===== config.mk =====
export PLATFORM = sky130hd
export DESIGN_NAME = sfm_max_tracker
export DESIGN_NICKNAME = d
export VERILOG_FILES = /design/src/logic/sfm_pkg.sv /design/src/logic/sfm_glob_minmax.sv /design/src/logic/sfm_max_tracker.sv /design/src/logic/sfm_red_minmax.sv
export VERILOG_INCLUDE_DIRS = /design/src /design/src/logic
export SDC_FILE = /design/constraint.sdc
export NUM_CORES = 1
export LEC_CHECK = 0
export ABC_AREA = 1
export CAP_MARGIN = 0
export CORE_MARGIN = 1
export CORE_UTILIZATION = 51
export DETAILED_ROUTE_END_ITERATION = 8
export DONT_BUFFER_PORTS = 1
export GPL_TIMING_DRIVEN = 0
export PLACE_DENSITY = 0.68
export SETUP_SLACK_MARGIN = 0.05
export SYNTH_ARGS = -nofsm -noshare
export SYNTH_HDL_FRONTEND = slang
export SYNTH_HIERARCHICAL = 1
export SYNTH_SLANG_ARGS = --single-unit

===== constraint.sdc =====
create_clock -name clk_i -period 5.25 [get_ports clk_i]
set_input_delay 1.05 -clock clk_i [delete_from_list [all_inputs] [get_ports clk_i]]
set_output_delay 1.05 -clock clk_i [all_outputs]
set_load 0.02 [all_outputs]

===== src/logic/sfm_config.svh =====
/*
 * softmax extremum stage configuration: number format, lane count
 * and depth of the reduction pipeline
 */
`ifndef SFM_CONFIG_SVH
`define SFM_CONFIG_SVH

// half precision by default
`define SFM_EXP_BITS 5
`define SFM_MAN_BITS 10

// sign, exponent and mantissa
`define SFM_FP_WIDTH (1 + `SFM_EXP_BITS + `SFM_MAN_BITS)

// lanes per input vector
`define SFM_VECT_WIDTH 4

// registers in the reduction tree, at most clog2 of the lane count
`define SFM_NUM_REGS 2

`endif


===== src/logic/sfm_pkg.sv =====
/*
 * sfm_pkg: shared types, infinity constants and ordering helpers
 * for the softmax extremum stage
 */
`default_nettype none

`include "sfm_config.svh"

package sfm_pkg;

    // which extremum is tracked
    typedef enum logic {
        MAX = 1'b0,
        MIN = 1'b1
    } min_max_mode_t;

    typedef struct packed {
        logic                     sign;
        logic [`SFM_EXP_BITS-1:0] exponent;
        logic [`SFM_MAN_BITS-1:0] mantissa;
    } fp_fields_t;

    // one word, seen as plain bits or as its fields
    typedef union packed {
        logic [`SFM_FP_WIDTH-1:0] raw;
        fp_fields_t               fields;
    } fp_word_u;

    localparam fp_word_u FP_POS_INF =
        fp_word_u'({1'b0, {`SFM_EXP_BITS{1'b1}}, {`SFM_MAN_BITS{1'b0}}});
    localparam fp_word_u FP_NEG_INF =
        fp_word_u'({1'b1, {`SFM_EXP_BITS{1'b1}}, {`SFM_MAN_BITS{1'b0}}});

    function automatic logic fp_is_nan(fp_word_u a);
        return (a.fields.exponent == '1) && (a.fields.mantissa != '0);
    endfunction

    // a > b on non-NaN words, the two zeros compare equal
    function automatic logic fp_gt(fp_word_u a, fp_word_u b);
        logic [`SFM_FP_WIDTH-2:0] mag_a;
        logic [`SFM_FP_WIDTH-2:0] mag_b;
        mag_a = {a.fields.exponent, a.fields.mantissa};
        mag_b = {b.fields.exponent, b.fields.mantissa};
        if ((mag_a == '0) && (mag_b == '0)) begin
            return 1'b0;
        end
        if (a.fields.sign != b.fields.sign) begin
            return !a.fields.sign;
        end
        // negative words order by falling magnitude
        return a.fields.sign ? (mag_a < mag_b) : (mag_a > mag_b);
    endfunction

    function automatic logic fp_lt(fp_word_u a, fp_word_u b);
        return fp_gt(b, a);
    endfunction

    // a lies strictly past b in the direction of the tracked extremum
    function automatic logic fp_beyond(min_max_mode_t mode, fp_word_u a, fp_word_u b);
        return (mode == MAX) ? fp_gt(a, b) : fp_lt(a, b);
    endfunction

endpackage

`default_nettype wire


===== src/logic/sfm_glob_minmax.sv =====
/*
 * sfm_glob_minmax: holds the running extremum over all vectors and
 * flags when a reduced vector replaces it
 */
`timescale 1ns/1ns
`default_nettype none

`include "sfm_config.svh"

module sfm_glob_minmax
    import sfm_pkg::*;
#(
    parameter int unsigned VECT_WIDTH = `SFM_VECT_WIDTH,
    parameter int unsigned NUM_REGS   = `SFM_NUM_REGS
) (
    input  wire logic                      clk_i,
    input  wire logic                      rst_ni,
    input  wire logic                      clear_i,
    input  wire logic                      enable_i,
    input  wire logic                      valid_i,
    input  wire logic                      ready_i,
    input  wire min_max_mode_t             operation_i,
    input  wire logic [VECT_WIDTH-1:0]     strb_i,
    input  wire fp_word_u [VECT_WIDTH-1:0] vect_i,
    input  wire fp_word_u                  load_i,
    input  wire logic                      load_en_i,
    output fp_word_u                       cur_minmax_o,
    output fp_word_u                       new_minmax_o,
    output logic                           new_flg_o,
    output logic                           valid_o,
    output logic                           ready_o
);

    fp_word_u red_res;
    fp_word_u minmax_q;
    fp_word_u start_val;
    logic     red_strb;
    logic     red_valid;
    logic     new_flg;
    logic     update;
    logic     init_q;
    logic     valid_q;

    sfm_red_minmax #(
        .VECT_WIDTH (VECT_WIDTH),
        .NUM_REGS   (NUM_REGS)
    ) i_red_minmax (
        .clk_i    (clk_i),
        .rst_ni   (rst_ni),
        .clear_i  (clear_i),
        .enable_i (enable_i),
        .valid_i  (valid_i),
        .ready_i  (ready_i),
        .mode_i   (operation_i),
        .strb_i   (strb_i),
        .vect_i   (vect_i),
        .res_o    (red_res),
        .strb_o   (red_strb),
        .valid_o  (red_valid),
        .ready_o  (ready_o)
    );

    // until the first load or update the held value is the start infinity
    assign start_val    = (operation_i == MAX) ? FP_NEG_INF : FP_POS_INF;
    assign cur_minmax_o = init_q ? start_val : minmax_q;

    assign new_flg      = red_strb & fp_beyond(operation_i, red_res, cur_minmax_o);
    assign update       = red_valid & new_flg & ready_i;
    assign new_minmax_o = new_flg ? red_res : cur_minmax_o;
    assign new_flg_o    = new_flg;
    assign valid_o      = valid_q;

    always_ff @(posedge clk_i or negedge rst_ni) begin
        if (!rst_ni) begin
            init_q  <= 1'b1;
            valid_q <= 1'b0;
        end else if (clear_i) begin
            init_q  <= 1'b1;
            valid_q <= 1'b0;
        end else begin
            if (load_en_i || update) begin
                init_q <= 1'b0;
            end
            // sticky once any result has left the tree
            if (red_valid) begin
                valid_q <= 1'b1;
            end
        end
    end

    // a software load overrides an update in the same cycle
    always_ff @(posedge clk_i) begin
        if (load_en_i) begin
            minmax_q <= load_i;
        end else if (update) begin
            minmax_q <= red_res;
        end
    end

    a_update_advances : assert property (@(posedge clk_i) disable iff (!rst_ni)
        (update && !load_en_i && !clear_i) |=>
            fp_beyond($past(operation_i), cur_minmax_o, $past(cur_minmax_o)));

    a_no_regress : assert property (@(posedge clk_i) disable iff (!rst_ni)
        (!load_en_i && !clear_i) |=>
            !fp_beyond($past(operation_i), $past(cur_minmax_o), cur_minmax_o));

endmodule

`default_nettype wire


===== src/logic/sfm_max_tracker.sv =====
/*
 * sfm_max_tracker: top level of the running extremum stage, built
 * for the configured format, lane count and pipeline depth
 */
`timescale 1ns/1ns
`default_nettype none

`include "sfm_config.svh"

module sfm_max_tracker
    import sfm_pkg::*;
(
    input  wire logic                           clk_i,
    input  wire logic                           rst_ni,
    input  wire logic                           clear_i,
    input  wire logic                           enable_i,
    input  wire logic                           valid_i,
    input  wire logic                           ready_i,
    input  wire min_max_mode_t                  operation_i,
    input  wire logic [`SFM_VECT_WIDTH-1:0]     strb_i,
    input  wire fp_word_u [`SFM_VECT_WIDTH-1:0] vect_i,
    input  wire fp_word_u                       load_i,
    input  wire logic                           load_en_i,
    output fp_word_u                            cur_minmax_o,
    output fp_word_u                            new_minmax_o,
    output logic                                new_flg_o,
    output logic                                valid_o,
    output logic                                ready_o
);

    // results appear SFM_NUM_REGS cycles after a vector is accepted
    sfm_glob_minmax #(
        .VECT_WIDTH (`SFM_VECT_WIDTH),
        .NUM_REGS   (`SFM_NUM_REGS)
    ) i_glob_minmax (
        .clk_i        (clk_i),
        .rst_ni       (rst_ni),
        .clear_i      (clear_i),
        .enable_i     (enable_i),
        .valid_i      (valid_i),
        .ready_i      (ready_i),
        .operation_i  (operation_i),
        .strb_i       (strb_i),
        .vect_i       (vect_i),
        .load_i       (load_i),
        .load_en_i    (load_en_i),
        .cur_minmax_o (cur_minmax_o),
        .new_minmax_o (new_minmax_o),
        .new_flg_o    (new_flg_o),
        .valid_o      (valid_o),
        .ready_o      (ready_o)
    );

endmodule

`default_nettype wire


===== src/logic/sfm_red_minmax.sv =====
/*
 * sfm_red_minmax: pipelined compare-select tree that reduces the
 * strobed lanes of a vector to their maximum or minimum
 */
`timescale 1ns/1ns
`default_nettype none

`include "sfm_config.svh"

module sfm_red_minmax
    import sfm_pkg::*;
#(
    parameter int unsigned VECT_WIDTH = `SFM_VECT_WIDTH,
    parameter int unsigned NUM_REGS   = `SFM_NUM_REGS
) (
    input  wire logic                      clk_i,
    input  wire logic                      rst_ni,
    input  wire logic                      clear_i,
    input  wire logic                      enable_i,
    input  wire logic                      valid_i,
    input  wire logic                      ready_i,
    input  wire min_max_mode_t             mode_i,
    input  wire logic [VECT_WIDTH-1:0]     strb_i,
    input  wire fp_word_u [VECT_WIDTH-1:0] vect_i,
    output fp_word_u                       res_o,
    output logic                           strb_o,
    output logic                           valid_o,
    output logic                           ready_o
);

    // lanes are padded up to a power of two, NUM_REGS must not exceed LEVELS
    localparam int unsigned LEVELS = (VECT_WIDTH > 1) ? $clog2(VECT_WIDTH) : 0;
    localparam int unsigned PAD    = 1 << LEVELS;

    // stage l feeds tree level l, the last stage carries the result
    fp_word_u [PAD-1:0] st_val  [LEVELS+1];
    logic     [PAD-1:0] st_strb [LEVELS+1];
    logic               st_vld  [LEVELS+1];

    fp_word_u [PAD-1:0] lane_val;
    logic     [PAD-1:0] lane_strb;
    logic               stage_en;

    // the whole tree stalls together
    assign stage_en = enable_i & ready_i;
    assign ready_o  = ready_i;

    // NaN lanes and lanes of an invalid vector drop out here
    always_comb begin
        lane_val  = '0;
        lane_strb = '0;
        for (int i = 0; i < VECT_WIDTH; i++) begin
            lane_val[i]  = vect_i[i];
            lane_strb[i] = valid_i & strb_i[i] & ~fp_is_nan(vect_i[i]);
        end
    end

    assign st_val[0]  = lane_val;
    assign st_strb[0] = lane_strb;
    assign st_vld[0]  = valid_i & enable_i;

    for (genvar l = 0; l < LEVELS; l++) begin : g_level
        localparam int unsigned NODES = PAD >> (l + 1);

        fp_word_u [PAD-1:0] node_val;
        logic     [PAD-1:0] node_strb;

        // right child wins only when live and strictly beyond the left one
        always_comb begin
            node_val  = '0;
            node_strb = '0;
            for (int n = 0; n < NODES; n++) begin
                if (st_strb[l][2*n+1] && (!st_strb[l][2*n] ||
                        fp_beyond(mode_i, st_val[l][2*n+1], st_val[l][2*n]))) begin
                    node_val[n] = st_val[l][2*n+1];
                end else begin
                    node_val[n] = st_val[l][2*n];
                end
                node_strb[n] = st_strb[l][2*n] | st_strb[l][2*n+1];
            end
        end

        if (l < NUM_REGS) begin : g_reg
            fp_word_u [PAD-1:0] val_q;
            logic     [PAD-1:0] strb_q;
            logic               vld_q;

            always_ff @(posedge clk_i or negedge rst_ni) begin
                if (!rst_ni) begin
                    strb_q <= '0;
                    vld_q  <= 1'b0;
                end else if (clear_i) begin
                    strb_q <= '0;
                    vld_q  <= 1'b0;
                end else if (stage_en) begin
                    strb_q <= node_strb;
                    vld_q  <= st_vld[l];
                end
            end

            always_ff @(posedge clk_i) begin
                if (stage_en) begin
                    val_q <= node_val;
                end
            end

            assign st_val[l+1]  = val_q;
            assign st_strb[l+1] = strb_q;
            assign st_vld[l+1]  = vld_q;
        end else begin : g_comb
            assign st_val[l+1]  = node_val;
            assign st_strb[l+1] = node_strb;
            assign st_vld[l+1]  = st_vld[l];
        end
    end

    assign res_o   = st_val[LEVELS][0];
    assign strb_o  = st_strb[LEVELS][0];
    assign valid_o = st_vld[LEVELS];

    // NaN lanes masked at the input never surface through the pipeline
    a_res_not_nan : assert property (@(posedge clk_i) disable iff (!rst_ni)
        (valid_o && strb_o) |-> !fp_is_nan(res_o));

endmodule

`default_nettype wire


==> parameters.txt, run 1 <==
Parameter                              Value

Status
  Result of the run    completed

CTS
  Latest clock arrival within the worst-skew pair    0.33 ns
  Resized Gates After CTS    0
  Post-CTS setup buffers    0
  Number of buffers created by CTS    9
  Clock slew seen by the registers of the worst setup and hold paths    around 0.06 ns
  Clk root buf    sky130_fd_sc_hd__clkbuf_16
  CTS tree    yes
  Buffer levels on the longest clock path    2
  Depth of the CTS H-tree    3
  Num Clock Sinks    71
  Post-CTS Hold Buffers    0

Yosys
  Post-synthesis instance area    slightly below 0.006 mm²
  Synth area leader    sky130_fd_sc_hd__edfxtp_1
  Distinct cell type count of the synthesized netlist    30
  Count leader, synth    sky130_fd_sc_hd__nand2_1
  Syn Nets    932
  Number of enable flip-flop cells after synthesis    64
  Top cells by area in the synthesized netlist    sky130_fd_sc_hd__edfxtp_1, sky130_fd_sc_hd__nand2_1, sky130_fd_sc_hd__ha_1, sky130_fd_sc_hd__inv_1, sky130_fd_sc_hd__nand3_1
  Yosys top cell area share    roughly a third
  Flops & latches, synth    just over 70
  Prevailing post-synth register cell    sky130_fd_sc_hd__edfxtp_1
  Cell types with the highest counts after synthesis    sky130_fd_sc_hd__nand2_1, sky130_fd_sc_hd__inv_1, sky130_fd_sc_hd__nand3_1
  Yosys Warn Count    6
  Fraction of synthesis flops using an asynchronous set or reset pin    about a tenth
  Post-synthesis area per instance    about 7.4 µm²
  Seq/Total Area, Yosys    roughly 36%
  Number of instances in the synthesized netlist    a little under 800

Layout
  Layout Nets    between 900 and 1000
  Antenna diode count    0
  Core occupancy in the finished layout    a little under three fifths
  Final-layout fill cell count    just over 1000
  Area Overhead vs Synth    8.080%
  Share of final-layout standard cells stronger than drive strength 1    9.296%

Timing
  Transition time at the pin with the least slew margin    around 0.94 ns
  Setup repair after global routing missed its margin    false
  Slew Limit Fails    0
  Count of endpoints failing setup in the final report    0
  Clock skew after layout    0.006804 ns
  Fin crit share    ~79%
  Tmin final    roughly 4.2 ns
  Max_slew headroom    a little under two fifths
  Fmax    239.7 MHz
  Post-route setup TNS    0 ns
  Number of hold violations in the final report    0

Floorplan
  DIE HEIGHT    about 110 µm
  Initial cell density of the core    52.87%
  Standard-cell row count    38
  Die Span X    approximately 110 µm
  Core box area    between 0.01 and 0.015 mm²
  Top Ports    about 130
  Floorplan die area    ~0.012 mm²

Global route
  Maximum number of pins on one net before global-route repair    50
  Combined global-route utilization of all metal layers    about a quarter
  Grt total ovfl    0
  First-pass GRT wire length    22190 µm
  Antenna violations before repair    0
  Vias in the first global route    around 4900

Hold path
  Path category of the worst min-delay check    in2async

Place
  Buffers added on ports    0
  HPWL after DPL    ~11000 µm
  Placer Congestion    slightly above 0.9

Routing
  Initial DRC count    260
  Routed len/inst    14.45 µm
  Total via count in the routed design    4995
  DRT antenna net count    0
  Remaining design rule violation count    0
  Final wirelength    approximately 14000 µm
  First-pass iteration count of the detailed router    5
  Via-to-Cell Ratio    5.337

Setup path
  Worst Reg-to-Reg Cells    14
  Largest fanout of any net on the critical path    10
  Worst setup slack for register-to-register paths    1.93 ns
  Nature of the critical path startpoint    flop
  Required time of the critical path    ~4.2 ns
  Setup CP Type    reg2out
  Kind of end point of the critical path    output pin
  Data arrival, critical path    3.12 ns

Power
  Leak pwr    approximately 3.3 nW
  Largest voltage drop on the vdd net    about 170 µV
  Total power per unit cell area    254.1 mW/mm²

Flow run
  Count of maximum capacitance violations    0
## path summary, 6_finish.rpt
check                                                 startpoint                                   to
worst min register to register                              flop                                 flop
max in group asynchronous                                 rst_ni     i_glob_minmax/init_q$_DFFE_PN1P_
min in group clk_i                                          flop                                 flop
worst min-delay path                                      rst_ni           asynchronous set/reset pin
worst max register to register  i_glob_minmax/init_q$_DFFE_PN1P_  i_glob_minmax/minmax_q[4]$_DFFE_PP_
worst max-delay path            i_glob_minmax/init_q$_DFFE_PN1P_                     new_minmax_o[11]
## metal layers
layer	share of wire [%]	vias up	GRT usage, %
met5	0	-	0
met2	48	183	40.87
li1	-	2563	-
met1	43	2226	29.72
met4	2.2	0	9.556
met3	6.8	23	4.722
## critical path, cell delays in order, from the launching register on
cell and delay (ns):
sky130_fd_sc_hd__dfstp_2 0.41, sky130_fd_sc_hd__buf_6 0.16, sky130_fd_sc_hd__nor2_1 0.43, sky130_fd_sc_hd__ha_1 0.34
sky130_fd_sc_hd__nand2_1 0.07, sky130_fd_sc_hd__nand2_1 0.05, sky130_fd_sc_hd__nand2_1 0.05, sky130_fd_sc_hd__nand2_1 0.04
sky130_fd_sc_hd__a21oi_1 0.25, sky130_fd_sc_hd__nand2_2 0.13, sky130_fd_sc_hd__a21oi_1 0.16, sky130_fd_sc_hd__nand2_1 0.08
sky130_fd_sc_hd__nand2_2 0.10, sky130_fd_sc_hd__nand2_4 0.09, sky130_fd_sc_hd__buf_6 0.17, sky130_fd_sc_hd__o21ai_2 0.26
## metrics by stage
step                power (mW)  std cells  hold WS [ns]  setup WS, ns  cell area (µm²)
floorplan               0.9523        780        0.4419         1.862             5807
detailed placement       1.023        920        0.4659         1.442             5982
global placement         1.009        920        0.4570         1.527             5982
CTS                      1.605        936        0.4016         1.076             6276
global route             1.686        936        0.3935        0.9478             6276
finish                   1.595        936        0.4109         1.078             6276
## cell families after synthesis
family | share of synthesized area (%)
AND/OR/NAND/NOR | 32.26
buffers and inverters | 11.46
flip-flops | 36.13
AO/OA/AOI/OAI | 7.218
adder cells (fa/ha/maj) | 12.93
## layout by cell type (no fill, tap or decap)
master and instances:
sky130_fd_sc_hd__nand2_1 260, sky130_fd_sc_hd__inv_1 133, sky130_fd_sc_hd__nand3_1 66, sky130_fd_sc_hd__edfxtp_1 64
sky130_fd_sc_hd__ha_1 60, sky130_fd_sc_hd__nor2_1 37, sky130_fd_sc_hd__a21oi_1 28, sky130_fd_sc_hd__o21ai_0 19
sky130_fd_sc_hd__nor4_1 17, sky130_fd_sc_hd__o21ai_2 16, sky130_fd_sc_hd__nand4_1 15, sky130_fd_sc_hd__clkbuf_16 10
sky130_fd_sc_hd__nand2_2 8, sky130_fd_sc_hd__buf_6 7, sky130_fd_sc_hd__nor2_2 7, sky130_fd_sc_hd__nand2_4 7
sky130_fd_sc_hd__nor3_1 6, sky130_fd_sc_hd__dfrtp_1 6, sky130_fd_sc_hd__clkbuf_1 5, sky130_fd_sc_hd__buf_4 4
sky130_fd_sc_hd__clkinv_4 3, sky130_fd_sc_hd__or2_2 3, sky130_fd_sc_hd__buf_2 3, sky130_fd_sc_hd__inv_6 1
sky130_fd_sc_hd__clkinv_2 1, sky130_fd_sc_hd__a21oi_2 1, sky130_fd_sc_hd__buf_12 1, sky130_fd_sc_hd__o311ai_0 1
sky130_fd_sc_hd__o211a_1 1, sky130_fd_sc_hd__and3_1 1, sky130_fd_sc_hd__clkinv_1 1, sky130_fd_sc_hd__inv_2 1
sky130_fd_sc_hd__a22o_1 1, sky130_fd_sc_hd__o31ai_1 1, sky130_fd_sc_hd__dfstp_2 1
## cell type report
type / instances / area [µm²] / share of cell area [%]
buffer: 19 / 158.9 / 2.532
clock buffer: 11 / 254.0 / 4.047
clock inverter: 5 / 40.04 / 0.6380
inverter: 135 / 506.7 / 8.074
multi-input combinational: 555 / 3043 / 48.48
sequential: 71 / 2098 / 33.43
tap: 140 / 175.2 / 2.791
## flip-flops by register name (all words and copies together), names as in the netlist
| signal | flops |
|---|---|
| i_glob_minmax/i_red_minmax/g_level.g_reg.val_q | 32 |
| i_glob_minmax/i_red_minmax/res_o | 16 |
| i_glob_minmax/minmax_q | 16 |
| i_glob_minmax/i_red_minmax/g_level.g_reg.strb_q | 3 |
| i_glob_minmax/i_red_minmax/g_level.g_reg.vld_q | 1 |
| i_glob_minmax/i_red_minmax/valid_o | 1 |
| i_glob_minmax/init_q | 1 |
| i_glob_minmax/valid_o | 1 |
## report_power, final
group,internal [mW],switching [mW]
clock network,0.352,0.231
registers,0.667,0.0280
logic,0.110,0.207
total,1.13,0.466
Power figures use the tool's default switching activity.
==> run 2: changes to the inputs <==
--- a/config.mk
+++ b/config.mk
@@ -6,7 +6,7 @@
 export SDC_FILE = /design/constraint.sdc
 export NUM_CORES = 1
 export LEC_CHECK = 0
-export ABC_AREA = 1
+export ABC_AREA = 0
 export CAP_MARGIN = 0
 export CORE_MARGIN = 1
 export CORE_UTILIZATION = 51
==> constraint.sdc (replaced) <==
create_clock -name clk_i -period 3.96 [get_ports clk_i]
set_input_delay 0.792 -clock clk_i [delete_from_list [all_inputs] [get_ports clk_i]]
set_output_delay 0.792 -clock clk_i [all_outputs]
set_load 0.02 [all_outputs]
==> run 2 against run 1 <==
Sequential cell count stayed put. Sequential share of layout area is 1.4 points higher. Core utilization rose by 0.87 points. Clock power shrank 3%. Hold slack got worse by 0.27 ns. Wire length fell by 5.8%.
==> parameters.txt, run 2 <==
Parameter                              Value

Status
  Result of the run    completed (unchanged)

Routing
  Initial DRC count    179 (was 260)
  First-pass iteration count of the detailed router    4 (was 5)
  Routed len/inst    19.01 µm (was 14.45 µm)
  Via-to-Cell Ratio    5.973 (was 5.337)
  DRT antenna net count    0 (unchanged)
  Wire length the detailed router placed on met1    5355 µm (was 5780 µm)
  Routed met2 length    6174 µm (was 6528 µm)
  Final wirelength    12730 µm (was 13520 µm)
  Total via count in the routed design    4002 (was 4995)
  Top routing layer in use    met4 (unchanged)
  Remaining design rule violation count    0 (unchanged)
  Met3 Wirelength    891 µm (was 913 µm)

Layout
  Final cell count without fillers    670 (was 936)
  Antenna diode count    0 (unchanged)
  Area Overhead vs Synth    9.322% (was 8.080%)
  Register with the most flip-flops    i_glob_minmax/i_red_minmax/g_level.g_reg.val_q (unchanged)
  Layout Nets    681 (was 943)
  Largest register FFs    32 (unchanged)
  Highest-count cells in the layout ignoring fill and taps    sky130_fd_sc_hd__inv_1, sky130_fd_sc_hd__edfxtp_1, sky130_fd_sc_hd__ha_1 (was sky130_fd_sc_hd__nand2_1, sky130_fd_sc_hd__inv_1, sky130_fd_sc_hd__nand3_1)
  Area of the multi-input gates    0.003144 mm² (was 0.003043 mm²)
  Final-layout fill cell count    873 (was 1031)
  Share of final-layout standard cells stronger than drive strength 1    23.22% (was 9.296%)
  Seq. cell area    0.002098 mm² (unchanged)

Hold path
  Path category of the worst min-delay check    in2async (unchanged)

Floorplan
  Standard-cell row count    37 (was 38)
  Initial cell density of the core    53.06% (was 52.87%)
  DIE HEIGHT    105.9 µm (was 108.7 µm)
  Core box area    0.01037 mm² (was 0.01098 mm²)
  Top Ports    127 (unchanged)
  Die Span X    105.9 µm (was 108.7 µm)
  Floorplan die area    0.01121 mm² (was 0.01182 mm²)

CTS
  Buffer levels on the longest clock path    2 (unchanged)
  Post-CTS Hold Buffers    0 (unchanged)
  CTS tree    yes (unchanged)
  Depth of the CTS H-tree    3 (unchanged)
  Num Clock Sinks    71 (unchanged)
  Number of buffers created by CTS    9 (unchanged)
  Clk root buf    sky130_fd_sc_hd__clkbuf_8 (was sky130_fd_sc_hd__clkbuf_16)
  Clock slew seen by the registers of the worst setup and hold paths    0.07 ns (was 0.06 ns)
  Latest clock arrival within the worst-skew pair    0.34 ns (was 0.33 ns)

Timing
  Slew Limit Fails    0 (unchanged)
  Count of endpoints failing setup in the final report    0 (unchanged)
  Fin crit share    between 90% and 100%
  Fmax    ~260 MHz
  Transition time at the pin with the least slew margin    0.9033 ns (was 0.9413 ns)
  Max_slew headroom    39.77% (was 37.16%)
  Tmin final    just under 4 ns
  Setup repair after global routing missed its margin    true (was false)
  Number of hold violations in the final report    0 (unchanged)
  Post-route setup TNS    0 ns (unchanged)
  Clock skew after layout    0.01714 ns (was 0.006804 ns)
  Min Hold Slack    0.1416 ns (was 0.4109 ns)

Global route
  Grt total ovfl    0 (unchanged)
  Vias in the first global route    4293 (was 4873)
  First-pass GRT wire length    20360 µm (was 22190 µm)
  Combined global-route utilization of all metal layers    23.32% (was 23.97%)
  Antenna violations before repair    0 (unchanged)
  Maximum number of pins on one net before global-route repair    56 (was 50)

Flow run
  Count of maximum capacitance violations    0 (unchanged)

Setup path
  Nature of the critical path startpoint    flop (unchanged)
  Crit path launch    i_glob_minmax/init_q$_DFFE_PN1P_ (unchanged)
  Largest fanout of any net on the critical path    10 (unchanged)
  Setup CP Type    reg2out (unchanged)
  RR Startpoint    i_glob_minmax/init_q$_DFFE_PN1P_ (unchanged)
  Required time of the critical path    3.17 ns (was 4.20 ns)
  Data arrival, critical path    3.05 ns (was 3.12 ns)
  Kind of end point of the critical path    output pin (unchanged)

Yosys
  Cell types with the highest counts after synthesis    sky130_fd_sc_hd__edfxtp_1, sky130_fd_sc_hd__inv_1, sky130_fd_sc_hd__ha_1 (was sky130_fd_sc_hd__nand2_1, sky130_fd_sc_hd__inv_1, sky130_fd_sc_hd__nand3_1)
  Fraction of synthesis flops using an asynchronous set or reset pin    9.859% (unchanged)
  Post-synthesis area per instance    10.71 µm² (was 7.445 µm²)
  Yosys Warn Count    6 (unchanged)
  Synth area leader    sky130_fd_sc_hd__edfxtp_1 (unchanged)
  Prevailing post-synth register cell    sky130_fd_sc_hd__edfxtp_1 (unchanged)
  Seq/Total Area, Yosys    38.13% (was 36.13%)
  Top cells by area in the synthesized netlist    sky130_fd_sc_hd__edfxtp_1, sky130_fd_sc_hd__ha_1, sky130_fd_sc_hd__mux2_2, sky130_fd_sc_hd__mux2_4, sky130_fd_sc_hd__inv_1 (was sky130_fd_sc_hd__edfxtp_1, sky130_fd_sc_hd__nand2_1, sky130_fd_sc_hd__ha_1, sky130_fd_sc_hd__inv_1, sky130_fd_sc_hd__nand3_1)
  Yosys top cell area share    34.92% (was 33.10%)
  Number of instances in the synthesized netlist    514 (was 780)
  Post-synthesis instance area    0.005503 mm² (was 0.005807 mm²)
  Syn Nets    666 (was 932)
  Flops & latches, synth    71 (unchanged)
  Distinct cell type count of the synthesized netlist    51 (was 30)
  Number of enable flip-flop cells after synthesis    64 (unchanged)

Power
  Largest voltage drop on the vdd net    185.9 µV (was 173.4 µV)
  Total power per unit cell area    332.6 mW/mm² (was 254.1 mW/mm²)
  Post-route total power    2.001 mW (was 1.595 mW)
  Leak pwr    2.624 nW (was 3.267 nW)

Place
  Placer Congestion    0.8756 (was 0.9228)
  Number of instances in the placed design    650 (was 920)
  Buffers added on ports    0 (unchanged)
  HPWL after DPL    10370 µm (was 11280 µm)
run 2: changes by cell type after synthesis, moves of 9 or more:
cell / delta
sky130_fd_sc_hd__inv_1: -70
sky130_fd_sc_hd__mux2_2: +38
sky130_fd_sc_hd__mux2_4: +28
sky130_fd_sc_hd__nand2_1: -222
sky130_fd_sc_hd__nand3_1: -58
sky130_fd_sc_hd__nor2_1: -14
sky130_fd_sc_hd__nor2b_1: +9
sky130_fd_sc_hd__nor4_1: +9
sky130_fd_sc_hd__o21ai_2: -15
run 2: kinds of logic after synthesis:
kind of cell / count (synthesis) / share of synthesized area (%)
compound gates: 84 / 10.60
xor+xnor: 8 / 1.273
fa+ha+maj: 60 / 13.64
buf+inv: 77 / 6.298
flops: 71 / 38.13
mux: 68 / 16.01
simple gates: 146 / 14.05
run 2: worst paths after layout:
kind / end / slack (ns) / cells past startpoint
worst max-delay path: new_minmax_o[0] / 0.12 / 10
worst min-delay path: asynchronous set/reset pin / 0.14 / 0
worst max register to register: i_glob_minmax/minmax_q[11]$_DFFE_PP_ / 0.41 / 11
worst min register to register: i_glob_minmax/i_red_minmax/valid_o$_DFFE_PN0P_ / 0.51 / 2
max in group asynchronous: i_glob_minmax/init_q$_DFFE_PN1P_ / 3.65 / 0
min in group clk_i: i_glob_minmax/i_red_minmax/valid_o$_DFFE_PN0P_ / 0.51 / 1
run 2: critical path, cell delays in order, from the launching register on:
cell and delay [ns]:
sky130_fd_sc_hd__dfstp_2 0.57, sky130_fd_sc_hd__buf_8 0.15, sky130_fd_sc_hd__or2_4 0.18, sky130_fd_sc_hd__ha_1 0.25, sky130_fd_sc_hd__a21o_1 0.16, sky130_fd_sc_hd__a21o_1 0.18
sky130_fd_sc_hd__a221oi_2 0.29, sky130_fd_sc_hd__o21ai_2 0.13, sky130_fd_sc_hd__mux2i_4 0.26, sky130_fd_sc_hd__buf_6 0.15, sky130_fd_sc_hd__mux2_2 0.38
run 2: layer usage:
metal | vias to the layer above | GRT usage [%]
met5 | - | 0
met4 | 0 | 8.730
met3 | 25 | 4.886
met2 | 153 | 40.34
met1 | 1883 | 28.47
li1 | 1941 | -
run 2: report_power, final:
| part | total (mW) | switching, mW | internal, mW | leakage [nW] |
|---|---|---|---|---|
| registers | 0.938 | 0.0471 | 0.891 | 0.701 |
| clock network | 0.568 | 0.265 | 0.303 | 0.107 |
| logic | 0.494 | 0.256 | 0.238 | 1.82 |
run 2: per-stage QoR:
stage               util [%]  setup slack, ns  cell area [µm²]
global route           58.01          0.04294             6016
floorplan                  -           0.1140             5503
global placement       54.71          -0.7967             5673
CTS                    57.43          0.05485             5956
finish                 58.01           0.1191             6016
detailed placement     54.75          -0.5515             5678
run 2: cell type report:
| cell class | count | area share [%] |
|---|---|---|
| multi-input combinational | 366 | 52.27 |
| clock buffer | 12 | 2.953 |
| buffer | 10 | 1.768 |
| clock inverter | 4 | 0.4160 |
| sequential | 71 | 34.88 |
| timing repair buffer | 5 | 0.7488 |
| tap | 136 | 2.829 |
| inverter | 66 | 4.139 |
run 2: timing repair:
| item | 4_1_cts | 5_1_grt |
|---|---|---|
| buffers inserted | 4 | 1 |
| hold endpoints to repair | 0 | 0 |
| setup endpoints to repair | 33 | 16 |
| pin swaps | 1 | 3 |
| gates resized for setup | 17 | 14 |
